`config.mk`:
```
export PLATFORM = sky130hd
export DESIGN_NAME = lcdScreenComposer
export DESIGN_NICKNAME = d
export VERILOG_FILES = /design/src/rtl/lcdPkg.sv /design/src/rtl/lcdScreenComposer.sv
export SDC_FILE = /design/constraint.sdc
export NUM_CORES = 1
export LEC_CHECK = 0
export BUFFER_PORTS_ARGS = -buffer_cell sky130_fd_sc_hd__buf_2
export CAP_MARGIN = 20
export CORE_ASPECT_RATIO = 1.4
export CORE_UTILIZATION = 28
export DETAILED_ROUTE_END_ITERATION = 6
export PLACE_DENSITY = 0.54
export SYNTH_ARGS = -nofsm -noshare
export SYNTH_HDL_FRONTEND = slang
export SYNTH_SLANG_ARGS = --single-unit
```
`constraint.sdc`:
```
create_clock -name clock -period 0.85 [get_ports clock]
set_input_delay 0.085 -clock clock [delete_from_list [all_inputs] [get_ports clock]]
set_output_delay 0.085 -clock clock [all_outputs]
set_load 0.03 [all_outputs]
```
`src/rtl/lcdPkg.sv`:
```
package lcdPkg;

	typedef logic [7:0] lcdChar_t; // ascii code

	// element 0 is the leftmost column
	typedef lcdChar_t [0:15] lcdLine_t;

	typedef struct packed {
		lcdLine_t line1;
		lcdLine_t line2;
	} lcdScreen_t;

	typedef struct packed {
		logic [3:0] configState; // prompt select
		logic modeSwitch; // 1 shows the status screen
		logic [15:0] line1Bits;
		logic [15:0] line2Bits;
	} lcdCfg_t;

	typedef struct packed {
		logic rs; // 0 command, 1 data
		lcdChar_t data;
		logic longWait; // clear needs the long settle
	} lcdXfer_t;

	// HD44780 instruction codes
	localparam lcdChar_t cmdFunctionSet = 8'h38; // 8 bit bus, 2 lines, 5x8 font
	localparam lcdChar_t cmdDisplayOn = 8'h0C; // display on, no cursor
	localparam lcdChar_t cmdEntryMode = 8'h06; // increment, no shift
	localparam lcdChar_t cmdClear = 8'h01;
	localparam lcdChar_t cmdLine1Addr = 8'h80; // ddram 0x00
	localparam lcdChar_t cmdLine2Addr = 8'hC0; // ddram 0x40

	localparam lcdChar_t chSpace = 8'h20;
	localparam lcdChar_t chZero = 8'h30;
	localparam lcdChar_t chOne = 8'h31;

endpackage
```
`src/rtl/lcdScreenComposer.sv`:
```
`timescale 1ns/1ps

module lcdScreenComposer import lcdPkg::*; (
	input logic clock,
	input logic rstN,
	input lcdCfg_t cfg,
	output lcdScreen_t screen
);

	localparam logic [2:0] stStatus = 3'd7; // prompts use 0..6

	logic [2:0] displayState;
	lcdScreen_t nextScreen;

	// string literal to a 16 column line, padded on the right with spaces
	function automatic lcdLine_t textLine(input logic [127:0] text);
		logic [127:0] packedText;
		lcdChar_t ch;
		lcdLine_t line;
		packedText = text;
		// literals are right justified, so slide the first char up to the top byte
		for (int i = 0; i < 16; i++) begin
			if (packedText[127:120] == 8'h00) begin
				packedText = packedText << 8;
			end
		end
		for (int i = 0; i < 16; i++) begin
			ch = packedText[127 - 8 * i -: 8];
			line[i] = (ch == 8'h00) ? chSpace : ch;
		end
		return line;
	endfunction

	// "A-" then bits 13..0, msb first
	function automatic lcdLine_t statusLine(input logic [15:0] bits);
		lcdLine_t line;
		line[0] = "A";
		line[1] = "-";
		for (int i = 0; i < 14; i++) begin
			line[i + 2] = bits[13 - i] ? chOne : chZero;
		end
		return line;
	endfunction

	function automatic lcdScreen_t promptScreen(input logic [2:0] prompt);
		lcdScreen_t s;
		case (prompt)
			3'd1: begin
				s.line1 = textLine("Select Master");
				s.line2 = textLine("");
			end
			3'd2: begin
				s.line1 = textLine("Select Slave");
				s.line2 = textLine("");
			end
			3'd3: begin
				s.line1 = textLine("Input Address");
				s.line2 = textLine("SW[0:11]");
			end
			3'd4: begin
				s.line1 = textLine("Input data");
				s.line2 = textLine("SW[0:7]");
			end
			3'd5: begin
				s.line1 = textLine("Input Number of");
				s.line2 = textLine("Bursts");
			end
			3'd6: begin
				s.line1 = textLine("Save Config");
				s.line2 = textLine("");
			end
			default: begin
				s.line1 = textLine("Press Any Key");
				s.line2 = textLine("");
			end
		endcase
		return s;
	endfunction

	always_comb begin
		if (cfg.modeSwitch) begin
			displayState = stStatus;
		end else if (cfg.configState <= 4'd6) begin
			displayState = cfg.configState[2:0];
		end else begin
			displayState = 3'd0; // out of range falls back to the idle prompt
		end
	end

	always_comb begin
		if (displayState == stStatus) begin
			nextScreen.line1 = statusLine(cfg.line1Bits);
			nextScreen.line2 = statusLine(cfg.line2Bits);
		end else begin
			nextScreen = promptScreen(displayState);
		end
	end

	always_ff @(posedge clock or negedge rstN) begin
		if (!rstN) begin
			screen <= promptScreen(3'd0);
		end else begin
			screen <= nextScreen;
		end
	end

endmodule

```
* After elaboration in Yosys (flattened, before gate mapping) *
Cells that the tools add are included.
Widths: inputs -> output; s select.

cells by class
  order comparisons = 1
  equality and inequality tests = 7
  multiplexer cells = 32

operator list
  cell                count
  $pmux 253 s6        1
  $mux 253            1
  $mux 1              28
  $eq 3x3->1 const B  4
  $eq 3x2->1 const B  2
  $mux 3              2
  $le 4x3->1 const B  1
  $eq 3x1->1 const B  1

storage, ports and cells
  bits in registers = 256
  bits of input ports = 39
  output and inout bits = 256

* Longest topological paths before layout *
  depth after elaboration = 6
  depth in mapped cells = 5
  depth with buffers taken out = 3

* Least setup slack after synthesis *
No wires, ideal clock.

  kind = register -> output
  start = reg, netlist name screen[148]
  end = out screen[115] (netlist name)
  cell stages (with the launch flop) = 2
  path buffers = 1
  arrival time = 0.904 ns
  required time = 0.765 ns
  setup slack = -0.139 ns
  cell sequence = dfrtp_1 buf_4

RTL lines
  what           RTL line                text
  end, declared  lcdScreenComposer.sv:7  output lcdScreen_t screen

* Worst setup path in the final report *
  start = reg screen[246] (netlist name)
  end = out screen[246] (netlist name)

RTL lines
  what                    RTL line                  text
  start signal, assigned  lcdScreenComposer.sv:101  screen <= promptScreen(3'd0);
  start signal, assigned  lcdScreenComposer.sv:103  screen <= nextScreen;

No word-level cell between the ends.

==> flow_metrics.py <==
metrics = {
    "worst_hold_path": {
        "hp-class": "in -> reg",
        "hold_start": "cfg[23]",
    },
    "drt": {
        "firstDrtPassIters": 4,
        "drt_iter0_drc": 84,
        "postRouteAntennaNets": 0,
        "vias": 2971,
        "drt-wirelength-per-cell_um": 13.2,
        "viasPerCell": 3.78,
        "drc": 0,
        "wirelength_mm": 10.4,
    },
    "grt": {
        "grt.met2_usage_pct": 25.5,
        "overflow": 0,
        "grt_pass1_vias": 2933,
        "grt_max_degree": 28,
        "track_usage_pct": 13.4,
        "met1_usage_pct": 12.7,
        "grt_pass1_wl_mm": 15.5,
        "antenna_found_initial": 2,
        "top_usage_layer": "met2",
        "gr-usage-met3_pct": 5.10,
    },
    "power_and_ir_drop": {
        "leakagePower_nw": 3.15,
        "ir_drop_v": 0.000931,
        "power_density_mw_per_mm2": 1710,
    },
    "logic_synthesis": {
        "synthMuxAreaShare_pct": 0.268,
        "synth_xor_area_share_pct": 0.417,
        "syn-cell-area_mm2": 0.00420,
        "synth_cell_type_count": 39,
        "synthSimpleGateAreaFrac_pct": 9.86,
        "synth_edf_count": 0,
        "synth_area_leaders": "buf_4, dfrtp_1, dfstp_2",
        "yosysMostFrequentCell": "buf_4",
        "syn_area_per_cell_um2": 10.2,
        "synth-seq-cells": 80,
        "synthCells": 410,
        "async_flop_share_pct": 100,
        "synth-compound-area-share_pct": 5.81,
        "yosysTopAreaCell": "buf_4",
        "synth_top_family_by_area": "buffers and inverters",
        "ys_seq_area_share_pct": 48.6,
        "synth_fa_ha_area_share_pct": 0,
        "synth_flop_cell": "dfrtp_1",
        "synth.top_cell.area_share_pct": 32.0,
        "yosys-top-cells-count": "buf_4, dfrtp_1, dfstp_2",
        "ys_warn_count": 0,
    },
    "setup_path": {
        "cp-startpoint": "screen[246]",
        "cp.required_ns": 0.76,
        "worst-setup-path-type": "reg -> out",
        "crit_path_start_kind": "flop",
        "path_max_fanout": 5,
        "worstPathCellList": "buf_4",
        "crit_slowest_cell": "dfstp_2",
        "crit_buf_inv": 1,
        "cp_top_family": "flip-flops",
        "end_kind": "primary output",
        "crit_arrival_ns": 1.07,
        "critical_path.max_stage_delay_ns": 0.57,
    },
    "cells_and_area": {
        "largest-register": "screen",
        "nNetsFinal": 631,
        "final_cells": 786,
        "drive_gt1_share_pct": 49.9,
        "largest_reg_flops": 80,
        "diodes": 0,
        "fillers": 1346,
        "area_growth_pct": 47.6,
        "reg_top3": "screen: 80 flops",
    },
    "sta": {
        "fmax_ghz": 0.869,
        "period_share_pct": 135,
        "drv_slew": 0,
        "post-route-min-period_ns": 1.15,
        "finalHoldViolations": 0,
        "setup_violations": 148,
        "rsz0062_at_grt": "true",
        "setup_slack_ns": -0.301,
    },
    "die": {
        "io_pins": 295,
        "initial_utilization_pct": 28.8,
        "rows": 52,
        "die-area_mm2": 0.0155,
        "die_y_um": 147,
        "core_mm2": 0.0146,
        "die_w_um": 105,
    },
    "place": {
        "post-place-ws_ns": -0.314,
        "gp_congestion": 0.724,
        "placedCellCount": 738,
        "dp_hpwl_mm": 7.56,
        "numPortBuffers": 182,
    },
    "clocking": {
        "h-tree-depth": 3,
        "cts_buffers": 9,
        "cts-root-buf": "clkbuf_16",
        "clock_path_buffers": 2,
        "cts_tree": "yes",
        "cts_sinks": 80,
        "clk_pin_slew_ns": 0.06,
    },
    "flow_run": {
        "cap_violations": 0,
    },
    "status": {
        "violations": "negative setup slack",
        "outcome": "complete, but fails checks",
    },
}
tightest hold or removal path: cells and delay by family:
| family | cells | cell delay, ns |
|---|---|---|
| compound gates | 1 | 0.08 |
| buf+inv | 2 | 0.17 |
kinds of logic (layout without fill, tap and decap cells):
family          Yosys count  in the layout
mux                       1              1
simple gates             80             80
buf+inv                 205            286
compound gates           40             40
other cells               2            108
flops                    80             80
xor+xnor                  2              2
final timing paths:
| check | to | slack (ns) | cells past startpoint |
|---|---|---|---|
| max in group asynchronous | screen[156] | 0.21 | 3 |
| min | screen[184] | 0.03 | 3 |
| max | screen[246] | -0.30 | 1 |
| min in group asynchronous | screen[24] | 0.17 | 2 |
layer usage:
layer  up-vias  part of all wire (%)
met1      1405                    33
met4         4                   1.9
li1       1356                     -
met5         -                  0.27
met2       190                    55
met3        16                   9.6
metrics by stage:
stage / util (%) / area (um2) / total power, mW / hold slack (ns) / setup TNS, ns
after floorplan: - / 4660 / 6.54 / -0.211 / -0.641
after global placement: 32.2 / 4700 / 6.68 / -0.0382 / -10.14
after detailed placement: 32.2 / 4700 / 6.70 / -0.0364 / -11.26
after CTS: 42.3 / 6170 / 10.8 / 0.0233 / -29.59
after global routing: 42.5 / 6200 / 11.1 / 0.0217 / -31.74
final: 42.5 / 6200 / 10.6 / 0.0294 / -26.75
timing repair:
| action | in CTS | in global routing |
|---|---|---|
| hold buffers | 28 | 0 |
| endpoints found under the setup margin | 148 | 152 |
| resized for setup | 293 | 9 |
| endpoints found under the hold margin | 79 | 0 |
| setup buffers | 4 | 0 |
cell type report:
| type | instances | area, um2 | area share, % |
|---|---|---|---|
| timing repair buffer | 256 | 2470 | 39.9 |
| sequential | 80 | 2050 | 33.1 |
| multi-input combinational | 231 | 1130 | 18.2 |
| clock buffer | 12 | 236 | 3.82 |
| tap | 189 | 236 | 3.82 |
| inverter | 14 | 52.6 | 0.848 |
| clock inverter | 4 | 25.0 | 0.404 |
report_power, final:
part	internal, mW	total, mW	switching, mW
registers	4.09	4.24	0.153
logic	1.05	2.99	1.93
clock network	1.97	3.37	1.40
total	7.11	10.6	3.49
layout by cell type, fill, tap and decap left out, types with 2 or more instances in the layout:
| cell | instances |
|---|---|
| a21o_1 | 4 |
| a21oi_1 | 14 |
| a2bb2oi_1 | 3 |
| and2_1 | 13 |
| buf_12 | 2 |
| buf_2 | 32 |
| buf_4 | 51 |
| buf_6 | 142 |
| clkbuf_1 | 3 |
| clkbuf_16 | 9 |
| clkinv_2 | 2 |
| clkinvlp_4 | 2 |
| conb_1 | 108 |
| dfrtp_1 | 43 |
| dfrtp_2 | 7 |
| dfstp_2 | 30 |
| dlygate4sd3_1 | 28 |
| inv_1 | 12 |
| inv_2 | 2 |
| nand2_1 | 18 |
| nand2b_1 | 4 |
| nand3_1 | 2 |
| nor2_1 | 23 |
| nor2_2 | 3 |
| nor3_1 | 5 |
| o21ai_0 | 12 |
| o21ai_2 | 2 |
| or2_2 | 2 |
| or3_4 | 2 |
No activity file was read; power rests on OpenSTA's default activity.
