==> src/rtl/lcdPkg.sv <==
package lcdPkg;

	typedef logic [7:0] lcdChar_t; // ascii code

	// element 0 is the leftmost column
	typedef lcdChar_t [0:15] lcdLine_t;

	typedef struct packed {
		lcdLine_t line1;
		lcdLine_t line2;
	} lcdScreen_t;

	typedef struct packed {
		logic [3:0] configState; // prompt select
		logic modeSwitch; // 1 shows the status screen
		logic [15:0] line1Bits;
		logic [15:0] line2Bits;
	} lcdCfg_t;

	typedef struct packed {
		logic rs; // 0 command, 1 data
		lcdChar_t data;
		logic longWait; // clear needs the long settle
	} lcdXfer_t;

	// HD44780 instruction codes
	localparam lcdChar_t cmdFunctionSet = 8'h38; // 8 bit bus, 2 lines, 5x8 font
	localparam lcdChar_t cmdDisplayOn = 8'h0C; // display on, no cursor
	localparam lcdChar_t cmdEntryMode = 8'h06; // increment, no shift
	localparam lcdChar_t cmdClear = 8'h01;
	localparam lcdChar_t cmdLine1Addr = 8'h80; // ddram 0x00
	localparam lcdChar_t cmdLine2Addr = 8'hC0; // ddram 0x40

	localparam lcdChar_t chSpace = 8'h20;
	localparam lcdChar_t chZero = 8'h30;
	localparam lcdChar_t chOne = 8'h31;

endpackage
==> src/rtl/lcdRefreshSequencer.sv <==
`timescale 1ns/1ps

module lcdRefreshSequencer import lcdPkg::*; (
	input logic clock,
	input logic rstN,
	input lcdScreen_t screen,
	output lcdXfer_t xfer,
	output logic xferValid,
	input logic xferReady,
	output logic initDone,
	output logic [7:0] frameCount
);

	// phase names the transfer loaded next
	localparam logic [2:0] phInit = 3'd0;
	localparam logic [2:0] phAddr1 = 3'd1;
	localparam logic [2:0] phChar1 = 3'd2;
	localparam logic [2:0] phAddr2 = 3'd3;
	localparam logic [2:0] phChar2 = 3'd4;

	logic [2:0] phase;
	logic [3:0] col; // column, or init step during phInit
	logic loadNext;
	lcdScreen_t screenCopy; // frame snapshot
	lcdChar_t initCmd;

	// slot empty or being taken by the driver this cycle
	assign loadNext = !xferValid || xferReady;

	always_comb begin
		case (col[1:0])
			2'd0: initCmd = cmdFunctionSet;
			2'd1: initCmd = cmdDisplayOn;
			2'd2: initCmd = cmdEntryMode;
			default: initCmd = cmdClear;
		endcase
	end

	always_ff @(posedge clock or negedge rstN) begin
		if (!rstN) begin
			phase <= phInit;
			col <= '0;
			xferValid <= 1'b0;
			initDone <= 1'b0;
			frameCount <= '0;
		end else if (loadNext) begin
			xferValid <= 1'b1;
			case (phase)
				phInit: begin
					if (col == 4'd3) begin
						phase <= phAddr1;
						col <= '0;
					end else begin
						col <= col + 4'd1;
					end
				end
				phAddr1: begin
					phase <= phChar1;
					initDone <= 1'b1; // clear was just taken
				end
				phChar1: begin
					col <= col + 4'd1; // wraps to 0 after column 15
					if (col == 4'd15) begin
						phase <= phAddr2;
					end
				end
				phAddr2: phase <= phChar2;
				phChar2: begin
					col <= col + 4'd1;
					if (col == 4'd15) begin
						phase <= phAddr1;
						frameCount <= frameCount + 8'd1; // wraps at 256
					end
				end
				default: phase <= phInit;
			endcase
		end
	end

	always_ff @(posedge clock) begin
		if (loadNext) begin
			case (phase)
				phInit: xfer <= '{rs: 1'b0, data: initCmd, longWait: (initCmd == cmdClear)};
				phAddr1: begin
					xfer <= '{rs: 1'b0, data: cmdLine1Addr, longWait: 1'b0};
					screenCopy <= screen; // whole frame shows this snapshot
				end
				phChar1: xfer <= '{rs: 1'b1, data: screenCopy.line1[col], longWait: 1'b0};
				phAddr2: xfer <= '{rs: 1'b0, data: cmdLine2Addr, longWait: 1'b0};
				default: xfer <= '{rs: 1'b1, data: screenCopy.line2[col], longWait: 1'b0};
			endcase
		end
	end

endmodule

==> config.mk <==
export PLATFORM = sky130hd
export DESIGN_NAME = lcdRefreshSequencer
export DESIGN_NICKNAME = d
export VERILOG_FILES = /design/src/rtl/lcdPkg.sv /design/src/rtl/lcdRefreshSequencer.sv
export SDC_FILE = /design/constraint.sdc
export NUM_CORES = 1
export LEC_CHECK = 0
export BUFFER_PORTS_ARGS = -buffer_cell sky130_fd_sc_hd__buf_2
export CAP_MARGIN = 20
export CORE_MARGIN = 1
export CORE_UTILIZATION = 53
export CTS_CLUSTER_DIAMETER = 80
export DETAILED_ROUTE_END_ITERATION = 12
export GPL_TIMING_DRIVEN = 0
export PLACE_DENSITY = 0.8
export SLEW_MARGIN = 20
export SYNTH_ARGS = -nofsm -noshare
export SYNTH_HDL_FRONTEND = slang
export SYNTH_SLANG_ARGS = --single-unit
==> constraint.sdc <==
create_clock -name clock -period 9.8 [get_ports clock]
set_input_delay 1.96 -clock clock [delete_from_list [all_inputs] [get_ports clock]]
set_output_delay 1.96 -clock clock [all_outputs]
set_load 0.1 [all_outputs]
# [Yosys cells after proc, flatten, opt, wreduce, memory -nomap -nowiden]
# Index checks and enable logic that the tools add are counted.
[totals] register_bits=283 inputBits=259 out_inout_bits=20 elab_cells=80
[classes] addsub=2 n_lt_le_gt_ge=1 eq_ne=12 muxes=14 bitwise=1 n_reduce_logical=10
[ops] operator="$bmux 8 s4" n=2
[ops] operator="$pmux 10 s4" n=1
[ops] operator="$mux 8" n=4
[ops] operator="$pmux 6 s3" n=1
[ops] operator="$pmux 3 s5" n=1
[ops] operator="$mux 3" n=3
[ops] operator="$add 8x1->8 const B" n=1
[ops] operator="$eq 8x1->1 const B" n=1
[ops] operator="$pmux 4 s2" n=1
[ops] operator="$eq 3x2->1 const B" n=2
[ops] operator="$ne 2x2->1 const B" n=3
[ops] operator="$ge 5x5->1 const B" n=1
[ops] operator="$not 4->5" n=1
[ops] operator="$add 4x1->4 const B" n=1
[ops] operator="$eq 4x2->1 const B" n=1
[ops] operator="$eq 4x4->1 const B" n=1
[ops] operator="$mux 4" n=1
[ops] operator="$reduce_and 2->1" n=2
[ops] operator="$reduce_and 4->1" n=1
[ops] operator="$eq 3x1->1 const B" n=1
[ops] operator="$eq 3x3->1 const B" n=1
[ops] operator="$logic_not 3->1" n=1
[ops] operator="$reduce_and 3->1" n=1
[ops] operator="$eq 2x1->1 const B" n=1
[ops] operator="6 further kinds" n=6

# [Longest topological paths before layout]
[logic_depth] word_depth=5 ltp_mapped=9 ltp_nobuf=5

# [Worst setup path before layout]
# Ideal clock, no wire load.
[synth_timing] kind="input to register" start="input xferReady" end="register screenCopy[0] in the netlist's numbering (enable)" setup_ps=606 arrival_ps=7703 t_required_ps=9194 path_slack_ps=1490 stages=5 n_path_buf=0 cell_sequence="nor2b_1 > inv_1 > nand2_1 > or3_1 > inv_1"
[synth_between] elab_chain_len=2
[synth_rtl] element="start: declaration" line="lcdRefreshSequencer.sv:9" text="input logic xferReady,"
[synth_rtl] element="$logic_or 1x1->1" line="lcdRefreshSequencer.sv:28" text="assign loadNext = !xferValid || xferReady;"
[synth_rtl] element="net loadNext" line="lcdRefreshSequencer.sv:23" text="logic loadNext;"
[synth_rtl] element="$reduce_and 2->1 (no line)"
[synth_rtl] element="end signal: assignment" line="lcdRefreshSequencer.sv:86" text="screenCopy <= screen;"
[synth_rtl] element="end: declaration" line="lcdRefreshSequencer.sv:24" text="lcdScreen_t screenCopy;"
# The timed path passes the listed nets, and every way through them passes these cells.
# A chain may end at the register's enable or synchronous reset.

# [Final worst setup path]
[layout_timing] start="input xferReady" end="register screenCopy[129] in the netlist's numbering (enable)"
# The elaborated chain is that of the path after synthesis.

==> impl_metrics.yaml <==
status:
  status: "completed"
placement:
  portBuffers: 278
  gp_congestion: 0.808
  dp_hpwl_microns: 17400
  dpl-instance-area_sq_um: 12800
timing:
  slew_headroom_pct: 46.5
  setup_viol: 0
  hold_viol_final: 0
  fin_worst_skew_ps: 17.4
  min_period_ps: 4020
  slew_viol_final: 0
  hold_slack_ps: 462
  worst_slew_pin_slew_ps: 797
  rsz0062_at_grt: "false"
  fin_crit_sh_pct: 41.0
  max_freq_mhz: 249
power_and_ir_drop:
  power.density_nw_per_um2: 277
  max-vdd-ir-drop_uv: 176
  leakage_nw: 5.24
logic_synthesis:
  ys_seq_area_share_pct: 76.1
  synthCells: 545
  synthFlopType: "edfxtp_1"
  synth_cell_types: 48
  synthTopCellsByArea: "edfxtp_1 (72%), mux4_2 (10%), mux2i_1 (4.1%)"
  synth-edff-count: 266
  yosysTopAreaCellShare_pct: 72.2
  synth_warnings: 0
  synth.cell_area_sq_um: 11100
  async_flop_share_pct: 6.01
  synth_seq_cells: 283
  syn_nets: 811
  yosysTopAreaCell: "edfxtp_1"
  synth.avg_cell_area_sq_um: 20.3
cts:
  cts_tree: "yes"
  htreeDepth: 1
  cts_resized: 0
  cts_buffers: 29
  clk_pin_slew_ps: 60
  cts-root-buf: "clkbuf_16"
  postCtsSetupRepairBufs: 0
  clockBufferDepth: 3
  clock_latency_ps: 550
  cts.sinks: 283
  hold_buffers: 0
worst_setup_path:
  slowest_delay_ps: 490
  crit_path_end_kind: "flop"
  crit_required_ps: 9980
  critPathKind: "input port to flop"
  critPathLaunch: "xferReady"
  cp_max_fo: 104
  critPathSlowestCell: "inv_1"
  worstPathCellList: "buf_2 -> nor2b_1 -> inv_1 -> nand2_1 -> or3_1 -> inv_8 -> buf_16"
  timing.rr.start: "xferValid"
  critPathLaunchType: "input port"
  arrival_ps: 4200
drt:
  drt_iter0_markers: 367
  highest_layer: "met4"
  vias: 6252
  route.detailed.drc: 0
  ant_nets: 0
  drt-wirelength-per-cell_microns: 20.8
  wirelength_microns: 23900
  met2_length_microns: 12300
  firstDrtPassIters: 4
  wl_met1_microns: 9090
  vias_per_cell: 5.43
  wl_met3_microns: 1800
floorplan:
  die_area_sq_um: 21400
  core_sq_um: 20400
  start_util_pct: 54.3
  num_rows: 52
  pin_count: 279
  die_y_microns: 146
  dieWidth_microns: 146
min_path:
  hold_path.class: "flop to flop"
  hp-start: "initDone"
grt:
  track_usage_pct: 22.8
  grt_max_degree: 105
  antenna_found_initial: 6
  grt_overflow: 0
  grt_pass1_vias: 6522
  grt_pass1_wl_microns: 36100
layout:
  design_area_sq_um: 13800
  drive_gt1_share_pct: 44.3
  final_nets: 1122
  syn2layout_area_growth_pct: 24.4
job:
  maxCapViolCount: 0
==> cells in the final DEF (no fill, tap or decap), types with 3 or more instances in the layout <==
cell / count
a21oi_1: 5
clkbuf_1: 14
nand2_1: 20
nand3_1: 3
a22oi_1: 17
xnor2_1: 6
ha_1: 7
dfrtp_1: 17
and2_1: 5
clkinv_1: 8
inv_1: 5
edfxtp_1: 266
buf_6: 3
buf_2: 286
clkbuf_16: 29
o22ai_1: 3
nand4_1: 5
buf_4: 5
xor2_1: 3
and3_1: 3
clkinv_2: 3
o21ai_0: 5
nor2b_1: 7
o211ai_1: 5
nand2b_1: 3
diode_2: 5
nor2_1: 8
mux2i_1: 45
mux4_2: 49
==> critical path: cells and delay by family <==
family | cells | cell delay (ps)
buffers and inverters | 4 | 1480
AND/OR/NAND/NOR | 3 | 650
==> area by class of cell <==
type                    instances  area, sq um
clock inverters                17          150
well taps                     270          338
inverters                       7         33.8
multi-input cells             229         2470
plain buffers                  26          149
clock buffers                  34          744
repair buffers                280         1450
diodes                          5         12.5
fillers                      1374         6610
flip-flops and latches        283         8410
==> synth_stat cells, drive strengths merged (6+ instances only) <==
master,instances
edfxtp,266
mux4,49
mux2i,45
nand2,20
a22oi,17
buf,17
dfrtp,17
clkbuf,9
nor2,8
ha,7
inv,7
nor2b,7
o21ai,6
xnor2,6
==> power by group <==
part           total, mW  switching (mW)  internal (mW)
clock network       1.03           0.434          0.595
registers           1.56          0.0440           1.51
logic               1.22           0.742          0.479
==> flip-flops by register name, indices dropped and copies added (netlist names) <==
name	flops
screenCopy	256
col	4
phase	3
xfer	10
initDone	1
xferValid	1
frameCount	8
==> kinds of logic (layout without fill, tap and decap cells) <==
group	Yosys count	in the layout	share of synthesized area, %
fa+ha+maj	7	7	0.792
flops	283	283	76.1
mux	96	96	14.3
xor+xnor	9	9	0.713
simple gates	63	63	3.03
buf+inv	33	364	1.58
compound gates	53	53	3.51
other cells	1	6	0.0339
==> routing by layer <==
layer	up-vias	track usage, %
li1	2874	-
met3	54	5.13
met1	3060	28.1
met4	0	8.07
met5	-	0
met2	264	39.6
==> worst paths after layout <==
check,to,slack [ps],cells after the start
max,screenCopy[129],5780,7
min,initDone,460,1
max reg2reg,screenCopy[129],6800,6
min reg2reg,initDone,460,1
max in group asynchronous,col[2],8130,1
min in group asynchronous,xferValid,1350,1
==> through the flow <==
stage / setup WS (ps) / total power [mW] / setup TNS [ps] / instances / utilization, %
6_report: 5780 / 3.81 / 0 / 1151 / 67.6
5_1_grt: 5680 / 3.98 / 0 / 1151 / 67.6
4_1_cts: 5830 / 3.84 / 0 / 1146 / 67.5
3_5_place_dp: 5250 / 2.82 / 0 / 1095 / 63.1
3_3_place_gp: -466 / 2.84 / -117460 / 1093 / 62.8
2_1_floorplan: 1490 / 2.50 / 0 / 545 / -
Note: power is estimated with default switching activity, not from simulation.
