[config.mk]
export PLATFORM = sky130hd
export DESIGN_NAME = lcdBusDriver
export DESIGN_NICKNAME = d
export VERILOG_FILES = /design/src/rtl/lcdPkg.sv /design/src/rtl/lcdBusDriver.sv
export SDC_FILE = /design/constraint.sdc
export NUM_CORES = 1
export LEC_CHECK = 0
export BUFFER_PORTS_ARGS = -buffer_cell sky130_fd_sc_hd__buf_2
export CAP_MARGIN = 20
export CORE_UTILIZATION = 31
export CTS_BUF_LIST = sky130_fd_sc_hd__clkbuf_4 sky130_fd_sc_hd__clkbuf_8 sky130_fd_sc_hd__clkbuf_16
export DETAILED_ROUTE_END_ITERATION = 12
export GPL_TIMING_DRIVEN = 0
export PLACE_DENSITY = 0.59
export SYNTH_ARGS = -nofsm -noshare
export SYNTH_HDL_FRONTEND = slang
export SYNTH_SLANG_ARGS = --single-unit
[constraint.sdc]
create_clock -name clock -period 2.3 [get_ports clock]
set_input_delay 0.23 -clock clock [delete_from_list [all_inputs] [get_ports clock]]
set_output_delay 0.23 -clock clock [all_outputs]
set_load 0.01 [all_outputs]
[src/rtl/lcdPkg.sv]
package lcdPkg;

	typedef logic [7:0] lcdChar_t; // ascii code

	// element 0 is the leftmost column
	typedef lcdChar_t [0:15] lcdLine_t;

	typedef struct packed {
		lcdLine_t line1;
		lcdLine_t line2;
	} lcdScreen_t;

	typedef struct packed {
		logic [3:0] configState; // prompt select
		logic modeSwitch; // 1 shows the status screen
		logic [15:0] line1Bits;
		logic [15:0] line2Bits;
	} lcdCfg_t;

	typedef struct packed {
		logic rs; // 0 command, 1 data
		lcdChar_t data;
		logic longWait; // clear needs the long settle
	} lcdXfer_t;

	// HD44780 instruction codes
	localparam lcdChar_t cmdFunctionSet = 8'h38; // 8 bit bus, 2 lines, 5x8 font
	localparam lcdChar_t cmdDisplayOn = 8'h0C; // display on, no cursor
	localparam lcdChar_t cmdEntryMode = 8'h06; // increment, no shift
	localparam lcdChar_t cmdClear = 8'h01;
	localparam lcdChar_t cmdLine1Addr = 8'h80; // ddram 0x00
	localparam lcdChar_t cmdLine2Addr = 8'hC0; // ddram 0x40

	localparam lcdChar_t chSpace = 8'h20;
	localparam lcdChar_t chZero = 8'h30;
	localparam lcdChar_t chOne = 8'h31;

endpackage
[src/rtl/lcdBusDriver.sv]
`timescale 1ns/1ps

module lcdBusDriver import lcdPkg::*; #(
	parameter int enPulseCycles = 12,
	parameter int byteGapCycles = 40,
	parameter int clearWaitCycles = 200
) (
	input logic clock,
	input logic rstN,
	input lcdXfer_t xfer,
	input logic xferValid,
	output logic xferReady,
	output logic lcdRs,
	output logic lcdRw,
	output logic lcdEn,
	inout wire [7:0] lcdData
);

	localparam int gapMax = (clearWaitCycles > byteGapCycles) ? clearWaitCycles : byteGapCycles;
	localparam int cntMax = (gapMax > enPulseCycles) ? gapMax : enPulseCycles;
	localparam int cntW = $clog2(cntMax + 1);

	localparam logic [1:0] phIdle = 2'd0;
	localparam logic [1:0] phSetup = 2'd1; // rs/data valid, en low
	localparam logic [1:0] phPulse = 2'd2;
	localparam logic [1:0] phGap = 2'd3;

	logic [1:0] phase;
	logic [cntW-1:0] count;
	logic [cntW-1:0] gapLast;
	logic accept;
	lcdXfer_t held; // byte on the pins

	assign gapLast = held.longWait ? cntW'(clearWaitCycles - 1) : cntW'(byteGapCycles - 1);
	assign xferReady = (phase == phIdle) || (phase == phGap && count == gapLast);
	assign accept = xferValid && xferReady;

	assign lcdRs = held.rs;
	assign lcdRw = 1'b0; // write only, busy flag never read
	assign lcdData = lcdRw ? 'z : held.data;

	always_ff @(posedge clock or negedge rstN) begin
		if (!rstN) begin
			phase <= phIdle;
			count <= '0;
			lcdEn <= 1'b0;
			held <= '0;
		end else begin
			if (accept) begin
				held <= xfer;
			end
			case (phase)
				phIdle: begin
					if (accept) begin
						phase <= phSetup;
					end
				end
				phSetup: begin
					phase <= phPulse;
					count <= '0;
					lcdEn <= 1'b1;
				end
				phPulse: begin
					if (count == cntW'(enPulseCycles - 1)) begin
						phase <= phGap;
						count <= '0;
						lcdEn <= 1'b0;
					end else begin
						count <= count + 1'b1;
					end
				end
				default: begin
					if (count == gapLast) begin
						phase <= accept ? phSetup : phIdle; // back to back when next byte waits
					end else begin
						count <= count + 1'b1;
					end
				end
			endcase
		end
	end

endmodule

# Word level (Yosys, flattened, before mapping)

Cells that the tools add are included.

Register bits: 21
Input bits: 13
Output and inout port bits: 12
Logic and storage cells: 36

$add $sub $neg: 1
Equality and inequality tests: 8
Muxes and demuxes: 11
Bitwise logic cells: 1
Reductions and logical operators: 9

Operators by type and width:

| operator              | number |
|---|---|
| $mux W8               | 3 |
| $pmux W8 S3           | 1 |
| $add A8 B1 Y8 const B | 1 |
| $eq A8 B4 Y1 const B  | 1 |
| $eq A8 B8 Y1          | 1 |
| $mux W2               | 3 |
| $pmux W2 S3           | 1 |
| $eq A2 B2 Y1 const B  | 2 |
| $ne A2 B2 Y1 const B  | 2 |
| $reduce_and A2 Y1     | 2 |
| $reduce_bool A4 Y1    | 1 |
| $ne A3 B1 Y1 const B  | 1 |
| $reduce_and A3 Y1     | 1 |
| $eq A2 B1 Y1 const B  | 1 |
| $logic_and A1 B1 Y1   | 2 |
| $logic_not A2 Y1      | 1 |
| $mux W1               | 2 |
| $pmux W1 S2           | 1 |
| $reduce_bool A2 Y1    | 1 |
| $logic_or A1 B1 Y1    | 1 |
| $not A1 Y1            | 1 |

# Depth between registers and ports, before layout

Depth after elaboration: 8
Gate-level depth with buffers: 6
Gate-level depth less buffers: 6

# Worst setup path before layout

No wires, ideal clock.

Kind: register to register
Start: register phase[1]
End: register count[3]
Library setup time: 121 ps
Arrival: 1976 ps
Data required time: 2179 ps
Path slack: 203 ps
Cell stages (with the launch flop): 7
Buffers on the path: 0
Clock period less this slack: 2097 ps
Cell sequence: dfrtp_1 inv_1 ha_1 or4b_1 o21ba_2 a221o_1 a22o_1

Word-level cells in the longest chain between the ends: 3
Elaborated cells on any way between the ends: 7
Classes of those cells: 3 x eq/ne; 1 x mux; 1 x bitwise; 2 x reduce/logical

Ends and longest elaborated chain:

| element                                              | line               | text |
|---|---|---|
| from (decl)                                          | lcdBusDriver.sv:28 | `logic [1:0] phase;` |
| from (signal assigned)                               | lcdBusDriver.sv:44 | `phase <= phIdle;` |
| from (signal assigned)                               | lcdBusDriver.sv:55 | `phase <= phSetup;` |
| from (signal assigned)                               | lcdBusDriver.sv:59 | `phase <= phPulse;` |
| $eq A2 B2 Y1, or another cell as far along           | lcdBusDriver.sv:52 | `case (phase)` |
| $ne A3 B1 Y1 (no line) or $not A1 Y1 (tied branches) | --                 |  |
| $reduce_and A2 Y1 (no line)                          | --                 |  |
| to (signal assigned)                                 | lcdBusDriver.sv:69 | `count <= count + 1'b1;` |
| to (signal assigned)                                 | lcdBusDriver.sv:76 | `count <= count + 1'b1;` |
| to (decl)                                            | lcdBusDriver.sv:29 | `logic [cntW-1:0] count;` |

Several ways; a longest one is shown, not always the timed one.
A chain may end at the register's enable or synchronous reset.

# Worst setup path in the final report

Start: register count[0]
End: output xferReady

Word-level cells in the longest chain between the ends: 3

Ends and longest elaborated chain:

| element             | line               | text |
|---|---|---|
| $eq A8 B8 Y1        | lcdBusDriver.sv:35 | `assign xferReady = (phase == phIdle) \|\| (phase == phGap && count == gapLast);` |
| $logic_and A1 B1 Y1 | lcdBusDriver.sv:35 |  |
| $logic_or A1 B1 Y1  | lcdBusDriver.sv:35 |  |
| to (decl)           | lcdBusDriver.sv:12 | `output logic xferReady,` |

No other way between the ends.

==> Flow_metrics.wiki <==
{| class="wikitable"
! Metric !! Value
|-
| Result of the run || finished clean
|-
| Total Negative Setup Slacks || 0 ps
|-
| Overflow left after global routing || 0
|-
| Final nets || 138
|-
| Unrepaired setup endpoints after global routing || false
|-
| Post-route setup slack || 116 ps
|-
| Storage cell area || 526 um^2
|-
| Footprint of the multi-input gates || 661 um^2
|-
| Maximum achievable frequency || 0.458 GHz
|-
| Number of cells produced by synthesis || 99
|-
| Post-route DRC violation count || 0
|-
| Synth area leaders || sky130_fd_sc_hd__dfrtp_1 43%, sky130_fd_sc_hd__mux2_4 12%, sky130_fd_sc_hd__ha_1 4.1%
|-
| Worst Setup End Kind || output pin
|-
| Maxcap violations || 0
|-
| Max-slew headroom || 0.576
|-
| Post-synthesis async set-or-reset flop share || 1.00
|-
| Post-Place Setup Slack || 42.3 ps
|-
| Endpoint arrival time on the critical path || 1950 ps
|-
| Count of antenna diodes in the layout || 0
|-
| Global-route wire length before repair || 4200 um
|-
| Number of top-level design ports || 25
|-
| Buffer depth of the longest clock path || 2
|-
| Sequential-to-total area share from yosys stat || 0.432
|-
| Total power density per cell area || 465 nW/um^2
|-
| Starting density of the core || 0.327
|-
| Total number of placement rows || 22
|-
| Hold_sp || lcdData[6]
|-
| Slew at the pin closest to its max-slew limit || 629 ps
|-
| Count of fill cells added during filler insertion || 384
|-
| EDFF count, synth || 0
|-
| Number of optimization iterations in the first detailed-route pass || 4
|-
| Period utilisation layout || 0.950
|-
| Post-DP HPWL || 1720 um
|-
| Clock tree root buffer cell || sky130_fd_sc_hd__clkbuf_8
|-
| Buffers added on ports || 15
|-
| Minimum setup slack among reg-to-reg paths || 120 ps
|-
| Synth top area share || 0.432
|-
| Chip Width || 64.6 um
|-
| Clk Latency, worst-skew pair || 260 ps
|-
| Finish-stage setup viols || 0
|-
| CP max FO || 5
|-
| Avg Cell Area, Syn || 12.3 um^2
|-
| Leak Pwr || 0.668 nW
|-
| Pin count of the biggest net entering global routing || 22
|-
| Placeable core region || 3720 um^2
|-
| Syn nets || 116
|-
| Maximum level of the CTS H-tree || 1
|-
| Clock transition at the register clock pins on the worst setup and hold paths after CTS || 80 ps
|-
| Number of buffers inserted during clock tree synthesis || 3
|-
| Count of final max-slew check failures || 0
|-
| Number of cells traversed by the worst hold path || 1
|-
| Count of vias placed by the detailed router || 877
|-
| Worst hold slack after final layout || 106 ps
|-
| Minimum clock period after layout || 2180 ps
|-
| Detailed-route vias per instance || 5.22
|-
| Overall power after layout || 0.666 mW
|-
| Sink count of the clock tree || 21
|-
| Worst Reg-to-Reg Cells || 6
|-
| Buf/Inv on CP || 1
|-
| Detail Route Antenna Nets || 0
|-
| FF-to-FF Start || phase[0]
|-
| Antenna violations before repair || 0
|-
| Vias in the first global route || 883
|-
| Vertical die dimension || 64.6 um
|-
| Global-route usage over all layers || 0.135
|-
| Worst-case vdd ir drop || 0.000181 V
|-
| Critical-path top delay cell || sky130_fd_sc_hd__or4bb_4
|-
| Average wire per cell in the routed design || 14.9 um
|-
| Number of hold-slack violations in the final timing report || 0
|-
| TritonCTS clock tree || built
|-
| Final Wtd Congestion || 0.849
|-
| Post-route clock skew || 4.42 ps
|-
| Number of warnings issued by yosys || 0
|-
| Startpoint type of the worst setup path || flip-flop
|-
| Delay contributed by the slowest stage of the critical path || 580 ps
|-
| Synth-to-layout area growth || 17.6%
|-
| Number of synthesized register bits || 21
|-
| Kind of cell adding the most delay to the critical path || simple AND/OR/NAND/NOR gates
|-
| Worst Hold Endpoint || lcdData[6]
|-
| Critical path type || flip-flop to output pin
|-
| Number of DRC markers after the initial detailed-route iteration || 55
|-
| Area of the die || 4180 um^2
|-
| Fraction of layout cells with a size suffix above 1 || 0.375
|-
| Cell variety after synth || 43
|-
| Data required time of the critical path || 2070 ps
|-
| Classification of the worst-slack hold path || input port to flip-flop
|-
| Leading area contributor after synthesis || sky130_fd_sc_hd__dfrtp_1
|-
| Capture point of the worst reg-to-reg path || count[3]
|-
| Area of the mapped netlist || 1220 um^2
|-
| Total Routed Length || 2500 um
|-
| Most instantiated flip-flop cell in the synthesis netlist || sky130_fd_sc_hd__dfrtp_1
|-
| Cells traversed along the worst timing path || ha_2 > or4bb_4 > a211oi_4 > or2_1 > buf_2
|}
## worst register-to-register path, delay by kind of cell, from the launching register on
family	cells	cell delay, ps
simple gates	1	430
compound gates	3	830
flops	1	390
fa+ha+maj	1	310
buf+inv	1	110
## state kept, by name (all words and copies together), names as in the netlist
register / cells
count: 8
lcdData: 8
phase: 2
held: 1
lcdEn: 1
lcdRs: 1
## report_power, final
group	total (mW)	internal [mW]	switching (mW)
clock network	0.248	0.121	0.128
logic	0.0329	0.0193	0.0135
registers	0.384	0.376	0.00822
## timing repair
item	in CTS	in global routing
setup buffers	0	1
endpoints found under the setup margin	0	4
resized for setup	0	3
hold buffers	1	0
endpoints found under the hold margin	21	0
## through the flow
stage / std cells / util / area [um^2]
final: 168 / 0.385 / 1430
after global routing: 168 / 0.385 / 1430
after CTS: 167 / 0.379 / 1410
after detailed placement: 162 / 0.364 / 1350
after global placement: 162 / 0.364 / 1350
after floorplan: 99 / - / 1220
## cell usage after synthesis (2+ instances only)
cell,n
sky130_fd_sc_hd__a211oi_1,2
sky130_fd_sc_hd__or2_2,2
sky130_fd_sc_hd__o2bb2ai_1,3
sky130_fd_sc_hd__mux2_4,10
sky130_fd_sc_hd__nand3_1,2
sky130_fd_sc_hd__a221o_1,3
sky130_fd_sc_hd__a21o_1,2
sky130_fd_sc_hd__nand2_1,4
sky130_fd_sc_hd__dfrtp_1,21
sky130_fd_sc_hd__nor2_1,7
sky130_fd_sc_hd__ha_1,4
sky130_fd_sc_hd__inv_1,7
sky130_fd_sc_hd__nor2b_1,2
## worst max-delay path by stage
| stage | start | end | slack (ps) | cells past startpoint |
|---|---|---|---|---|
| after floorplan | phase[1] | count[3] | 200 | 6 |
| after global placement | phase[1] | count[3] | 90 | 6 |
| after detailed placement | phase[1] | count[3] | 40 | 6 |
| after CTS | count[0] | xferReady | 10 | 5 |
| after global routing | phase[0] | count[3] | 30 | 6 |
| final | count[0] | xferReady | 120 | 5 |
## layer usage
layer  up-vias  wire, um  GRT usage
li1        410         -          -
met1       442      1130      0.165
met2        21      1230      0.211
met3         4        82     0.0282
met4         0        55     0.0917
met5         -         0          0
## cell type report
type	instances	share of cell area
clock inverter	1	0.00350
buffer	2	0.0131
sequential	21	0.367
timing repair buffer	17	0.0647
clock buffer	3	0.0289
tap	48	0.0420
multi-input combinational	69	0.462
inverter	7	0.0184
## cells in the final DEF (no fill, tap or decap), drive strengths merged, types with 4 or more instances in the layout
cell / netlist / final
dfrtp: 21 / 21
mux2: 11 / 11
inv: 7 / 7
ha: 4 / 4
nand2: 4 / 4
buf: 2 / 18
nor2: 7 / 7
## kinds of logic (layout without fill, tap and decap cells)
family / count (synthesis) / in the layout / synth area share
and+or+nand+nor: 27 / 27 / 0.136
other: 1 / 1 / 0.00308
buffers and inverters: 9 / 30 / 0.0370
adders and majority gates: 4 / 4 / 0.0412
DFF: 21 / 21 / 0.432
AOI/OAI and AO/OA: 25 / 25 / 0.210
muxes: 12 / 12 / 0.141
Power figures use the tool's default switching activity.
