## config.mk

```make
export PLATFORM = sky130hd
export DESIGN_NAME = lcdApbRegs
export DESIGN_NICKNAME = d
export VERILOG_FILES = /design/src/rtl/apbRegPkg.sv /design/src/rtl/lcdPkg.sv /design/src/rtl/lcdApbRegs.sv
export SDC_FILE = /design/constraint.sdc
export NUM_CORES = 1
export LEC_CHECK = 0
export CAP_MARGIN = 30
export CORE_MARGIN = 2
export CORE_UTILIZATION = 50
export DETAILED_ROUTE_END_ITERATION = 6
export DONT_BUFFER_PORTS = 1
export HOLD_SLACK_MARGIN = 0.05
export PLACE_DENSITY = 0.67
export SETUP_SLACK_MARGIN = 0.05
export SLEW_MARGIN = 40
export SYNTH_ARGS = -nofsm -noshare
export SYNTH_HDL_FRONTEND = slang
export SYNTH_SLANG_ARGS = --single-unit
```

## constraint.sdc

```tcl
create_clock -name clock -period 2.55 [get_ports clock]
set_clock_uncertainty 0.05 [all_clocks]
set_input_delay 0.3825 -clock clock [delete_from_list [all_inputs] [get_ports clock]]
set_output_delay 0.3825 -clock clock [all_outputs]
set_load 0.01 [all_outputs]
```

## src/rtl/apbRegPkg.sv

```systemverilog
package apbRegPkg;

	typedef logic [3:0] apbAddr_t;

	localparam apbAddr_t regCtrl = 4'h0;
	localparam apbAddr_t regLine1 = 4'h4;
	localparam apbAddr_t regLine2 = 4'h8;
	localparam apbAddr_t regStatus = 4'hC; // read only

	// regCtrl fields
	localparam int ctrlStateLsb = 0;
	localparam int ctrlStateMsb = 3;
	localparam int ctrlModeBit = 4;
	localparam int ctrlBlonBit = 8;

	// regLine1 / regLine2
	localparam int lineBitsMsb = 15;

	// regStatus fields
	localparam int statInitBit = 0;
	localparam int statFrameLsb = 8;
	localparam int statFrameMsb = 15;

endpackage

```

## src/rtl/lcdPkg.sv

```systemverilog
package lcdPkg;

	typedef logic [7:0] lcdChar_t; // ascii code

	// element 0 is the leftmost column
	typedef lcdChar_t [0:15] lcdLine_t;

	typedef struct packed {
		lcdLine_t line1;
		lcdLine_t line2;
	} lcdScreen_t;

	typedef struct packed {
		logic [3:0] configState; // prompt select
		logic modeSwitch; // 1 shows the status screen
		logic [15:0] line1Bits;
		logic [15:0] line2Bits;
	} lcdCfg_t;

	typedef struct packed {
		logic rs; // 0 command, 1 data
		lcdChar_t data;
		logic longWait; // clear needs the long settle
	} lcdXfer_t;

	// HD44780 instruction codes
	localparam lcdChar_t cmdFunctionSet = 8'h38; // 8 bit bus, 2 lines, 5x8 font
	localparam lcdChar_t cmdDisplayOn = 8'h0C; // display on, no cursor
	localparam lcdChar_t cmdEntryMode = 8'h06; // increment, no shift
	localparam lcdChar_t cmdClear = 8'h01;
	localparam lcdChar_t cmdLine1Addr = 8'h80; // ddram 0x00
	localparam lcdChar_t cmdLine2Addr = 8'hC0; // ddram 0x40

	localparam lcdChar_t chSpace = 8'h20;
	localparam lcdChar_t chZero = 8'h30;
	localparam lcdChar_t chOne = 8'h31;

endpackage
```

## src/rtl/lcdApbRegs.sv

```systemverilog
`timescale 1ns/1ps

module lcdApbRegs import lcdPkg::*, apbRegPkg::*; (
	input logic clock,
	input logic rstN,
	input logic pSel,
	input logic pEnable,
	input logic pWrite,
	input apbAddr_t pAddr,
	input logic [31:0] pWdata,
	output logic [31:0] pRdata,
	output logic pReady,
	output logic pSlverr,
	input logic initDone,
	input logic [7:0] frameCount,
	output lcdCfg_t cfg,
	output logic lcdBlon
);

	logic access;
	logic mapped;
	logic illegal;
	logic wrEn;
	logic [31:0] rdWord;

	assign access = pSel & pEnable; // access phase
	assign pReady = 1'b1; // zero wait states

	// read mux, also tells whether the offset exists
	always_comb begin
		mapped = 1'b1;
		rdWord = '0;
		case (pAddr)
			regCtrl: begin
				rdWord[ctrlStateMsb:ctrlStateLsb] = cfg.configState;
				rdWord[ctrlModeBit] = cfg.modeSwitch;
				rdWord[ctrlBlonBit] = lcdBlon;
			end
			regLine1: rdWord[lineBitsMsb:0] = cfg.line1Bits;
			regLine2: rdWord[lineBitsMsb:0] = cfg.line2Bits;
			regStatus: begin
				rdWord[statInitBit] = initDone;
				rdWord[statFrameMsb:statFrameLsb] = frameCount;
			end
			default: mapped = 1'b0;
		endcase
	end

	assign illegal = !mapped || (pWrite && pAddr == regStatus); // status is read only
	assign pSlverr = access & illegal;
	assign wrEn = access & pWrite & !illegal;
	assign pRdata = (access && !pWrite && !illegal) ? rdWord : '0;

	always_ff @(posedge clock or negedge rstN) begin
		if (!rstN) begin
			cfg <= '0;
			lcdBlon <= 1'b0;
		end else if (wrEn) begin
			case (pAddr)
				regCtrl: begin
					cfg.configState <= pWdata[ctrlStateMsb:ctrlStateLsb];
					cfg.modeSwitch <= pWdata[ctrlModeBit];
					lcdBlon <= pWdata[ctrlBlonBit];
				end
				regLine1: cfg.line1Bits <= pWdata[lineBitsMsb:0];
				regLine2: cfg.line2Bits <= pWdata[lineBitsMsb:0];
				default: ; // filtered out by illegal
			endcase
		end
	end

endmodule

```

== Word level (Yosys, flattened, before mapping) ==
Index checks and enable logic that the tools add are counted.

* Register bits after elaboration: 38
* Logic and storage cells: 31

* Equal/unequal tests: 3
* Mux-type cells: 7
* Bitwise gates (word level): 4
* Reductions and logical operators: 12

{| class="wikitable"
|+ Operators with widths
! cell !! count
|-
| $pmux 7 s3 || 1
|-
| $mux 16 || 1
|-
| $pmux 4 s3 || 1
|-
| $eq 4x4->1 const B || 2
|-
| $pmux 1 s4 || 2
|-
| $pmux 3 s2 || 1
|-
| $reduce_and 2->1 || 3
|-
| $and 1x1->1 || 4
|-
| $eq 4x3->1 const B || 1
|-
| $logic_not 4->1 || 1
|-
| $reduce_or 4->1 || 1
|-
| $logic_and 1x1->1 || 3
|-
| $logic_not 1->1 || 3
|-
| $logic_or 1x1->1 || 1
|-
| $mux 1 || 1
|}

== Depth between registers and ports, before layout ==
Gate-level depths: netlist of run 1.

* Word-level depth: 8
* Mapped depth: 5

== Least setup slack after synthesis of run 1 ==
No wires, ideal clock.

* Path type: input-to-output
* From: input port pAddr[2]
* To: output port pRdata[1]
* Arrival: 1.473 ns
* Path slack: 0.645 ns
* Stages on the path: 5
* Buffers on the path: 2
* Cells stage by stage: buf_2 > clkbuf_1 > nor2b_1 > nand2_1 > a21oi_1

* Longest elaborated chain between the ends: 8
* Elaborated cells between the ends (all ways): 13
* Classes of those cells: eq/ne (3); mux (3); reduce/logical (7)

{| class="wikitable"
|+ Ends and longest elaborated chain
! item !! RTL line !! source
|-
| from (decl) || lcdApbRegs.sv:9 || <nowiki>input apbAddr_t pAddr,</nowiki>
|-
| $eq 4x4->1 (tied with other cells) || lcdApbRegs.sv:33, lcdApbRegs.sv:49 ||
|-
| $reduce_or 4->1 (no line) || -- ||
|-
| $mux 1 || lcdApbRegs.sv:33 || <nowiki>case (pAddr)</nowiki>
|-
| $logic_not 1->1 || lcdApbRegs.sv:49 || <nowiki>assign illegal = !mapped || (pWrite && pAddr == regStatus);</nowiki>
|-
| $logic_or 1x1->1 || lcdApbRegs.sv:49 ||
|-
| $logic_not 1->1 || lcdApbRegs.sv:52 || <nowiki>assign pRdata = (access && !pWrite && !illegal) ? rdWord : '0;</nowiki>
|-
| $logic_and 1x1->1 || lcdApbRegs.sv:52 ||
|-
| $mux 16 (*) || lcdApbRegs.sv:52 ||
|-
| to (decl) || lcdApbRegs.sv:11 || <nowiki>output logic [31:0] pRdata,</nowiki>
|}

Every way passes the cells marked *; elsewhere a longest branch is shown, timed or not.

== Worst setup path in the final report of run 1 ==
* From: input port pAddr[1]
* To: output port pRdata[4]

The elaborated chain is that of the path after synthesis.

==> impl_metrics.yaml, run 1 <==
die:
  die_h_um: 68.1
  rows: 23
  initial_core_util_pct: 51.8
  fp.dieW_um: 68.1
  core_area_um2: 3970
  dieArea_um2: 4640
  ios: 122
synth:
  syn-instance-count: 170
  synth_top_cell_by_area: "dfrtp_1"
  synth_warnings: 0
  avgSynthCellArea_um2: 12.1
  ys_types: 22
  synth_seq_cells: 38
  syn-cell-area_um2: 2060
  yosysTopAreaCellShare_pct: 46.2
  synthTopCellsByArea: "dfrtp_1, mux2_2, buf_4"
  ys_seq_area_share_pct: 46.2
grt:
  grt_max_degree: 39
  grt_pass1_wl_mm: 6.57
  grt_pass1_vias: 1356
  track_usage_pct: 19.7
  antenna_found_initial: 0
  gr-total-overflow: 0
hold_path:
  hold_class: "in -> reg"
setup_path:
  crit_chain: "or4_1 -> a21oi_1"
  cpLargestDelayFamily: "simple AND/OR/NAND/NOR gates"
  r2r_slack_ns: 1.66
  startpoint_type: "input port"
  cp_num_buf_inv: 0
  cp.arrival_ns: 1.61
  crit_type: "in -> out"
  cp.required_ns: 2.12
  cp_slowest_cell: "or4_1"
  crit_path_end_kind: "output port"
  slowest_delay_ns: 0.85
  path_max_fanout: 16
sta:
  setup_violations: 0
  fin_tns_setup_ns: 0
  relSlewSlack_pct: 56.7
  rsz0062_at_grt: "false"
  holdWs_ns: 0.194
  layout_worst_path_cycle_share_pct: 80.1
  tightest_slew_ns: 0.650
  max_freq_mhz: 489
  slew_violations: 0
  hold_viol: 0
  fin_crit_ns: 2.04
routing:
  topRoutingLayerUsed: "met4"
  drt_iter0_drc: 55
  totalWireLength_mm: 4.41
  wl_met2_mm: 2.31
  via_per_inst: 5.95
  antenna_left: 0
  drc: 0
  met3RoutedLength_um: 327
  num_vias: 1327
  wire_per_inst_um: 19.8
  first_pass_iters: 4
  wl_met1_mm: 1.71
power:
  ir_drop_mv: 0.277
  p_seq_share_pct: 57.6
  p_sw_uw: 380
  p_leak_nw: 0.975
  p_int_mw: 1.00
  p_sw_share_pct: 27.5
  p_comb_share_pct: 12.4
  pwr-share-clk_pct: 30.1
  power_density_nw_per_um2: 645
  totalPowerFinal_mw: 1.38
run:
  drv_cap: 0
clocking:
  cts_root_buffer: "clkbuf_8"
  htree_num_levels: 2
  clock_path_buffers: 2
  clkLatencyLatePin_ns: 0.28
  numCtsBuffers: 5
  cts.reportedPaths.clkPinSlew_ns: 0.07
  clock_sinks: 38
  cts_tree: "built"
place:
  io_buffers: 0
  dp_hpwl_mm: 3.19
  place_congestion: 0.791
cells_and_area:
  layout-drive-gt1-share_pct: 38.2
  antenna_cells: 0
  fin_nets: 222
  area_growth_pct: 4.14
  fin_util_pct: 53.9
outcome:
  status: "finished, final reports clean"
[metrics by stage]
stage | worst slack (ns) | cell area [um^2] | instances
2_1_floorplan | 0.645 | 2110 | 185
3_3_place_gp | 0.532 | 2020 | 213
3_5_place_dp | 0.509 | 2020 | 213
4_1_cts | 0.508 | 2140 | 223
5_1_grt | 0.442 | 2140 | 223
6_report | 0.507 | 2140 | 223
[metal layers]
metal	GRT usage, %	vias up
li1	-	572
met1	23.1	679
met2	33.6	70
met3	4.61	6
met4	9.75	0
met5	0	-
[power by group through the flow]
stage	Combinational, mW	Clock (mW)	Sequential, mW
5_1_grt	0.192	0.455	0.808
3_3_place_gp	0.148	0	0.803
2_1_floorplan	0.170	0	0.784
4_1_cts	0.173	0.432	0.797
3_5_place_dp	0.156	0	0.809
6_report	0.171	0.415	0.795
[placed cells by master, fill, tap and decap left out]
cell / count
a21oi_1: 4
a22oi_1: 10
a311oi_1: 1
buf_12: 1
buf_4: 4
clkbuf_1: 1
clkbuf_8: 6
clkinv_2: 1
conb_1: 17
dfrtp_1: 38
dlygate4sd3_1: 1
inv_1: 1
mux2_2: 49
mux2i_1: 4
nand2_1: 9
nand3_1: 1
nor2_1: 13
nor2b_1: 2
nor3_4: 3
nor4b_1: 2
o22a_1: 2
or3_4: 1
or3b_4: 1
or4_1: 1
[what timing repair did]
action,4_1_cts,5_1_grt
setup buffers,0,0
endpoints found under the setup margin,0,0
hold buffers,2,0
hold endpoints to repair,38,0
gates resized for setup,0,0
[state kept, by name (all words and copies together), names as in the netlist]
register,count
lcdBlon,1
cfg,37
[Yosys cell counts]
master	n
a21oi_1	4
a22oi_1	10
a311oi_1	1
buf_2	1
buf_4	17
buf_6	3
clkbuf_1	5
conb_1	2
dfrtp_1	38
inv_1	1
mux2_2	49
mux2i_1	4
nand2_1	9
nand3_1	1
nor2_1	13
nor2b_1	2
nor3_4	3
nor4b_1	2
o22a_1	2
or3_4	1
or3b_4	1
or4_1	1
[worst paths after layout]
kind / startpoint / end / depth (start not counted)
setup reg to reg: cfg[24] / cfg[24] / 1
min in group asynchronous: rstN / cfg[32] / 2
max in group asynchronous: rstN / cfg[14] / 2
hold reg to reg: cfg[19] / cfg[19] / 1
hold / removal: pWdata[0] / cfg[0] / 1
setup / recovery: pAddr[1] / pRdata[4] / 2
[kinds of logic after synthesis]
family          synth area share [%]
buf+inv                         9.18
mux                             28.8
flops                           46.2
other cells                    0.365
compound gates                  5.90
simple gates                    9.55
[cell type report]
cell class / count / area, um^2
Timing Repair Buffer: 6 / 60.1
Multi-Input combinational cell: 120 / 973
Tap cell: 50 / 62.6
Inverter: 1 / 3.75
Sequential cell: 38 / 951
Clock buffer: 7 / 86.3
Fill cell: 360 / 1830
Clock inverter: 1 / 5.00
(Power assumes the default switching activity.)
==> run 2: changes to the inputs <==
PLACE_DENSITY = 0.7   (was 0.67)
clock period = 1.73 ns   (was 2.55 ns; I/O delays follow)
==> impl_metrics.yaml, run 2 (synthesis results as in run 1) <==
outcome:
  status: "finished, final reports clean"
place:
  io_buffers: 0
  place_ws_ns: 0.105
  post-place-cells: 221
  dp_hpwl_mm: 3.39
  place_congestion: 0.748
power:
  p_leak_nw: 1.02
  p_comb_share_pct: 13.2
  power_density_nw_per_um2: 909
  p_int_mw: 1.47
  ir_drop_mv: 0.459
  p_sw_uw: 552
  p_seq_share_pct: 58.0
  pwr-share-clk_pct: 28.8
  p_sw_share_pct: 27.3
die:
  rows: 23
  fp.dieW_um: 68.1
  die_h_um: 68.1
  core_area_um2: 3970
  initial_core_util_pct: 51.8
  dieArea_um2: 4640
  ios: 122
setup_path:
  startpoint_type: "flop"
  crit_type: "reg -> out"
  path_max_fanout: 3
  slowest_delay_ns: 0.44
  crit_path_end_kind: "output port"
  crit_chain: "mux2_2 -> a22oi_2 -> nor2_1 -> buf_4"
  cp.arrival_ns: 1.31
  cp.required_ns: 1.42
  cp_slowest_cell: "dfrtp_2"
cells_and_area:
  final_cell_mix: "mux2_2, dfrtp_1, conb_1"
  layout-drive-gt1-share_pct: 41.9
  regArea_um2: 952
  top_register: "cfg"
  top_regs: "cfg (37), lcdBlon (1)"
  nFillCells: 336
  multi_input_comb_area_um2: 993
  antenna_cells: 0
  fin_nets: 230
  fin_cells: 229
  area_growth_pct: 8.27
  final_common_cell: "mux2_2"
  largest_reg_flops: 37
grt:
  grt_pass1_vias: 1417
  gr-total-overflow: 0
  grt_max_degree: 39
  antenna_found_initial: 0
  grt_pass1_wl_mm: 6.66
  track_usage_pct: 20.1
routing:
  drc: 0
  drt_iter0_drc: 45
  antenna_left: 0
  num_vias: 1330
  via_per_inst: 5.81
  first_pass_iters: 4
  totalWireLength_mm: 4.51
  wire_per_inst_um: 19.7
clocking:
  clock_path_buffers: 2
  clkLatencyLatePin_ns: 0.28
  clock_sinks: 38
  htree_num_levels: 2
  cts_tree: "built"
  cts.reportedPaths.clkPinSlew_ns: 0.07
  numCtsBuffers: 5
  cts_root_buffer: "clkbuf_8"
sta:
  setup_slack_ns: 0.107
  setup_violations: 0
  slew_violations: 0
  relSlewSlack_pct: 63.7
  layout_worst_path_cycle_share_pct: 93.8
  hold_viol: 0
  tightest_slew_ns: 0.537
  max_freq_mhz: 616
  rsz0062_at_grt: "true"
  fin_crit_ns: 1.62
run:
  drv_cap: 0
hold_path:
  hold_class: "in -> reg"
[run 2: area by class of cell]
type / count / share of cell area [%]
repair buffers: 14 / 5.96
flip-flops and latches: 38 / 42.8
well taps: 50 / 2.81
multi-input cells: 120 / 44.6
clock buffers: 6 / 3.71
inverters: 1 / 0.169
[run 2: power groups by stage]
stage	Combinational, mW	Clock, mW	Sequential [mW]
2_1_floorplan	0.258	0	1.16
3_3_place_gp	0.230	0	1.18
3_5_place_dp	0.244	0	1.19
4_1_cts	0.271	0.602	1.18
5_1_grt	0.297	0.646	1.19
6_report	0.268	0.582	1.18
[run 2: path summary, 6_finish.rpt]
path | cells past startpoint | startpoint | slack [ns] | to
hold / removal | 1 | pWdata[9] | 0.07 | cfg[25]
min in group asynchronous | 2 | rstN | 0.38 | cfg[14]
hold reg to reg | 1 | cfg[31] | 0.54 | cfg[31]
setup reg to reg | 1 | cfg[14] | 0.83 | cfg[14]
max in group asynchronous | 2 | rstN | 1.05 | cfg[31]
setup / recovery | 4 | cfg[31] | 0.11 | pRdata[15]
[run 2: layer usage]
metal / global-route usage [%] / vias up / part of all wire (%)
met5: 0 / - / 0
met4: 9.00 / 0 / 1.8
met3: 5.43 / 10 / 7.1
met2: 37.1 / 61 / 53
met1: 21.1 / 673 / 38
li1: - / 586 / -
[run 2: timing repair]
| action | 4_1_cts | 5_1_grt |
|---|---|---|
| gates resized for setup | 1 | 1 |
| hold buffers | 2 | 0 |
| endpoints found under the hold margin | 38 | 0 |
| endpoints found under the setup margin | 1 | 1 |
| setup buffers | 0 | 0 |
[run 2: metrics by stage]
step	power [mW]	utilization, %	setup TNS (ns)	cell area (um^2)	hold slack (ns)
6_report	2.03	56.1	0	2230	0.0704
5_1_grt	2.13	56.1	0	2230	0.0592
4_1_cts	2.05	56.0	0	2230	0.0633
3_5_place_dp	1.44	53.1	0	2110	-0.0851
3_3_place_gp	1.41	53.1	0	2110	-0.0851
2_1_floorplan	1.41	-	-0.122	2130	-0.0861
[run 2: worst max-delay path, delay by kind of cell, from the launching register on]
| kind | cells | cell delay [ns] |
|---|---|---|
| AO/OA/AOI/OAI | 1 | 0.12 |
| buffers and inverters | 1 | 0.14 |
| flip-flops | 1 | 0.44 |
| multiplexers | 1 | 0.28 |
| AND/OR/NAND/NOR | 1 | 0.06 |
==> run 3: changes to the inputs <==
ABC_AREA = 1   (was default)
CORE_MARGIN = default   (was 2)
==> impl_metrics.yaml, run 3 <==
cells_and_area:
  fin_nets: 365
  multi_input_comb_area_um2: 1070
  final_cell_mix: "nand2_1, nand3_1, dfrtp_1"
  top_register: "cfg"
  layout-drive-gt1-share_pct: 8.86
  top_regs: "cfg (37), lcdBlon (1)"
  antenna_cells: 0
  regArea_um2: 951
  final_common_cell: "nand2_1"
  final_cell_area_um2: 2550
  fin_util_pct: 58.6
  largest_reg_flops: 37
  nFillCells: 418
  area_growth_pct: 13.0
synth:
  ys_seq_area_share_pct: 42.1
  syn-cell-area_um2: 2260
  yosysTopAreaCellShare_pct: 42.1
  post-synth-top-count-cell: "nand2_1"
  synth_enable_flop_cells: 0
  synth_commonest_cells: "nand2_1, nand3_1, dfrtp_1"
  ys_types: 20
  synth_warnings: 0
  synth-async-reset-ratio_pct: 100
  synth_top_cell_by_area: "dfrtp_1"
  synth_ff_type: "dfrtp_1"
  synthTopCellsByArea: "dfrtp_1, nand2_1, nand3_1"
  syn-instance-count: 300
  avgSynthCellArea_um2: 7.52
  synth_seq_cells: 38
die:
  fp.dieW_um: 69.2
  core_area_um2: 4350
  rows: 24
  initial_core_util_pct: 51.8
  ios: 122
  dieArea_um2: 4790
  die_h_um: 69.2
grt:
  grt_pass1_vias: 2091
  grt_max_degree: 42
  track_usage_pct: 26.8
  grt_pass1_wl_mm: 10.1
  antenna_found_initial: 0
  gr-total-overflow: 0
sta:
  fin_tns_setup_ns: 0
  max_freq_mhz: 676
  rsz0062_at_grt: "false"
  hold_viol: 0
  setup_slack_ns: 0.251
  fin_crit_ns: 1.48
  layout_worst_path_cycle_share_pct: 85.5
  setup_violations: 0
  holdWs_ns: 0.338
  slew_violations: 0
place:
  place_ws_ns: 0.245
  place_congestion: 0.800
  placed_area_um2: 2220
  io_buffers: 0
  dp_hpwl_mm: 3.94
routing:
  num_vias: 2094
  first_pass_iters: 4
  antenna_left: 0
  totalWireLength_mm: 6.07
  via_per_inst: 5.69
  drc: 0
  drt_iter0_drc: 206
  wire_per_inst_um: 16.5
setup_path:
  cp.required_ns: 1.42
  cpLargestDelayFamily: "buffers and inverters"
  slowest_delay_ns: 0.36
  cp_slowest_cell: "inv_1"
  crit_path_end_kind: "output port"
  crit_chain: "nor2_4 -> nand3_1 -> inv_1 -> nand2_1 -> inv_1"
  cp_num_buf_inv: 2
  startpoint_type: "input port"
  cp.arrival_ns: 1.17
  crit_type: "in -> out"
  crit_top_cell: "inv_1"
  path_max_fanout: 11
clocking:
  clkLatencyLatePin_ns: 0.29
  cts_tree: "built"
  cts_root_buffer: "clkbuf_8"
  numCtsBuffers: 5
  htree_num_levels: 2
  clock_sinks: 38
  cts.reportedPaths.clkPinSlew_ns: 0.08
  cts_resized: 0
  clock_path_buffers: 2
hold_path:
  hold_class: "in -> reg"
run:
  drv_cap: 0
power:
  p_leak_nw: 1.41
  ir_drop_mv: 0.576
  power_density_nw_per_um2: 940
outcome:
  status: "finished, final reports clean"
## run 3: worst min-delay path: cells and delay by family
kind / cells / cell delay, ns
AOI/OAI and AO/OA: 1 / 0.09
and+or+nand+nor: 3 / 0.31
## run 3: worst paths after layout
check | from | end | slack [ns] | cells past startpoint
max | pAddr[1] | pRdata[4] | 0.25 | 5
min | pAddr[0] | cfg[1] | 0.34 | 4
max reg2reg | cfg[8] | cfg[8] | 0.93 | 2
min reg2reg | cfg[27] | cfg[27] | 0.53 | 2
max in group asynchronous | rstN | cfg[15] | 1.01 | 2
min in group asynchronous | rstN | cfg[32] | 0.43 | 2
## run 3: cell type report
cell class	instances	area share [%]
Clock buffer	6	3.24
Clock inverter	2	2.35
Inverter	17	2.50
Multi-Input combinational cell	227	41.8
Sequential cell	38	37.3
Tap cell	52	2.55
Timing Repair Buffer	26	10.3
## run 3: layer usage
layer | GRT usage (%) | up-vias | share of wire (%)
met2 | 42.3 | 104 | 48
met3 | 10.8 | 8 | 10
met5 | 0 | - | 0
met1 | 33.0 | 1006 | 40
li1 | - | 976 | -
met4 | 9.75 | 0 | 1.2
## run 3: timing repair
item	CTS	global route
hold buffers	18	0
hold endpoints to repair	76	0
setup buffers	0	0
## run 3: where the power goes
part / internal (mW) / leakage [nW] / switching, mW
logic: 0.103 / 0.834 / 0.186
registers: 1.00 / 0.507 / 0.165
clock network: 0.615 / 0.0714 / 0.324
total: 1.72 / 1.41 / 0.676
## run 3: logic make-up (layout without fill, tap and decap cells)
kind of cell,Yosys count,after routing,share of synthesized area [%]
simple gates,168,168,35.1
buf+inv,50,51,13.1
compound gates,42,42,9.31
flops,38,38,42.1
other cells,2,17,0.333
## run 3: per-stage QoR
stage / power [mW] / std cells
after floorplan: 1.36 / 315
after global placement: 1.40 / 342
after detailed placement: 1.41 / 342
after CTS: 2.40 / 368
after global routing: 2.50 / 368
final: 2.40 / 368
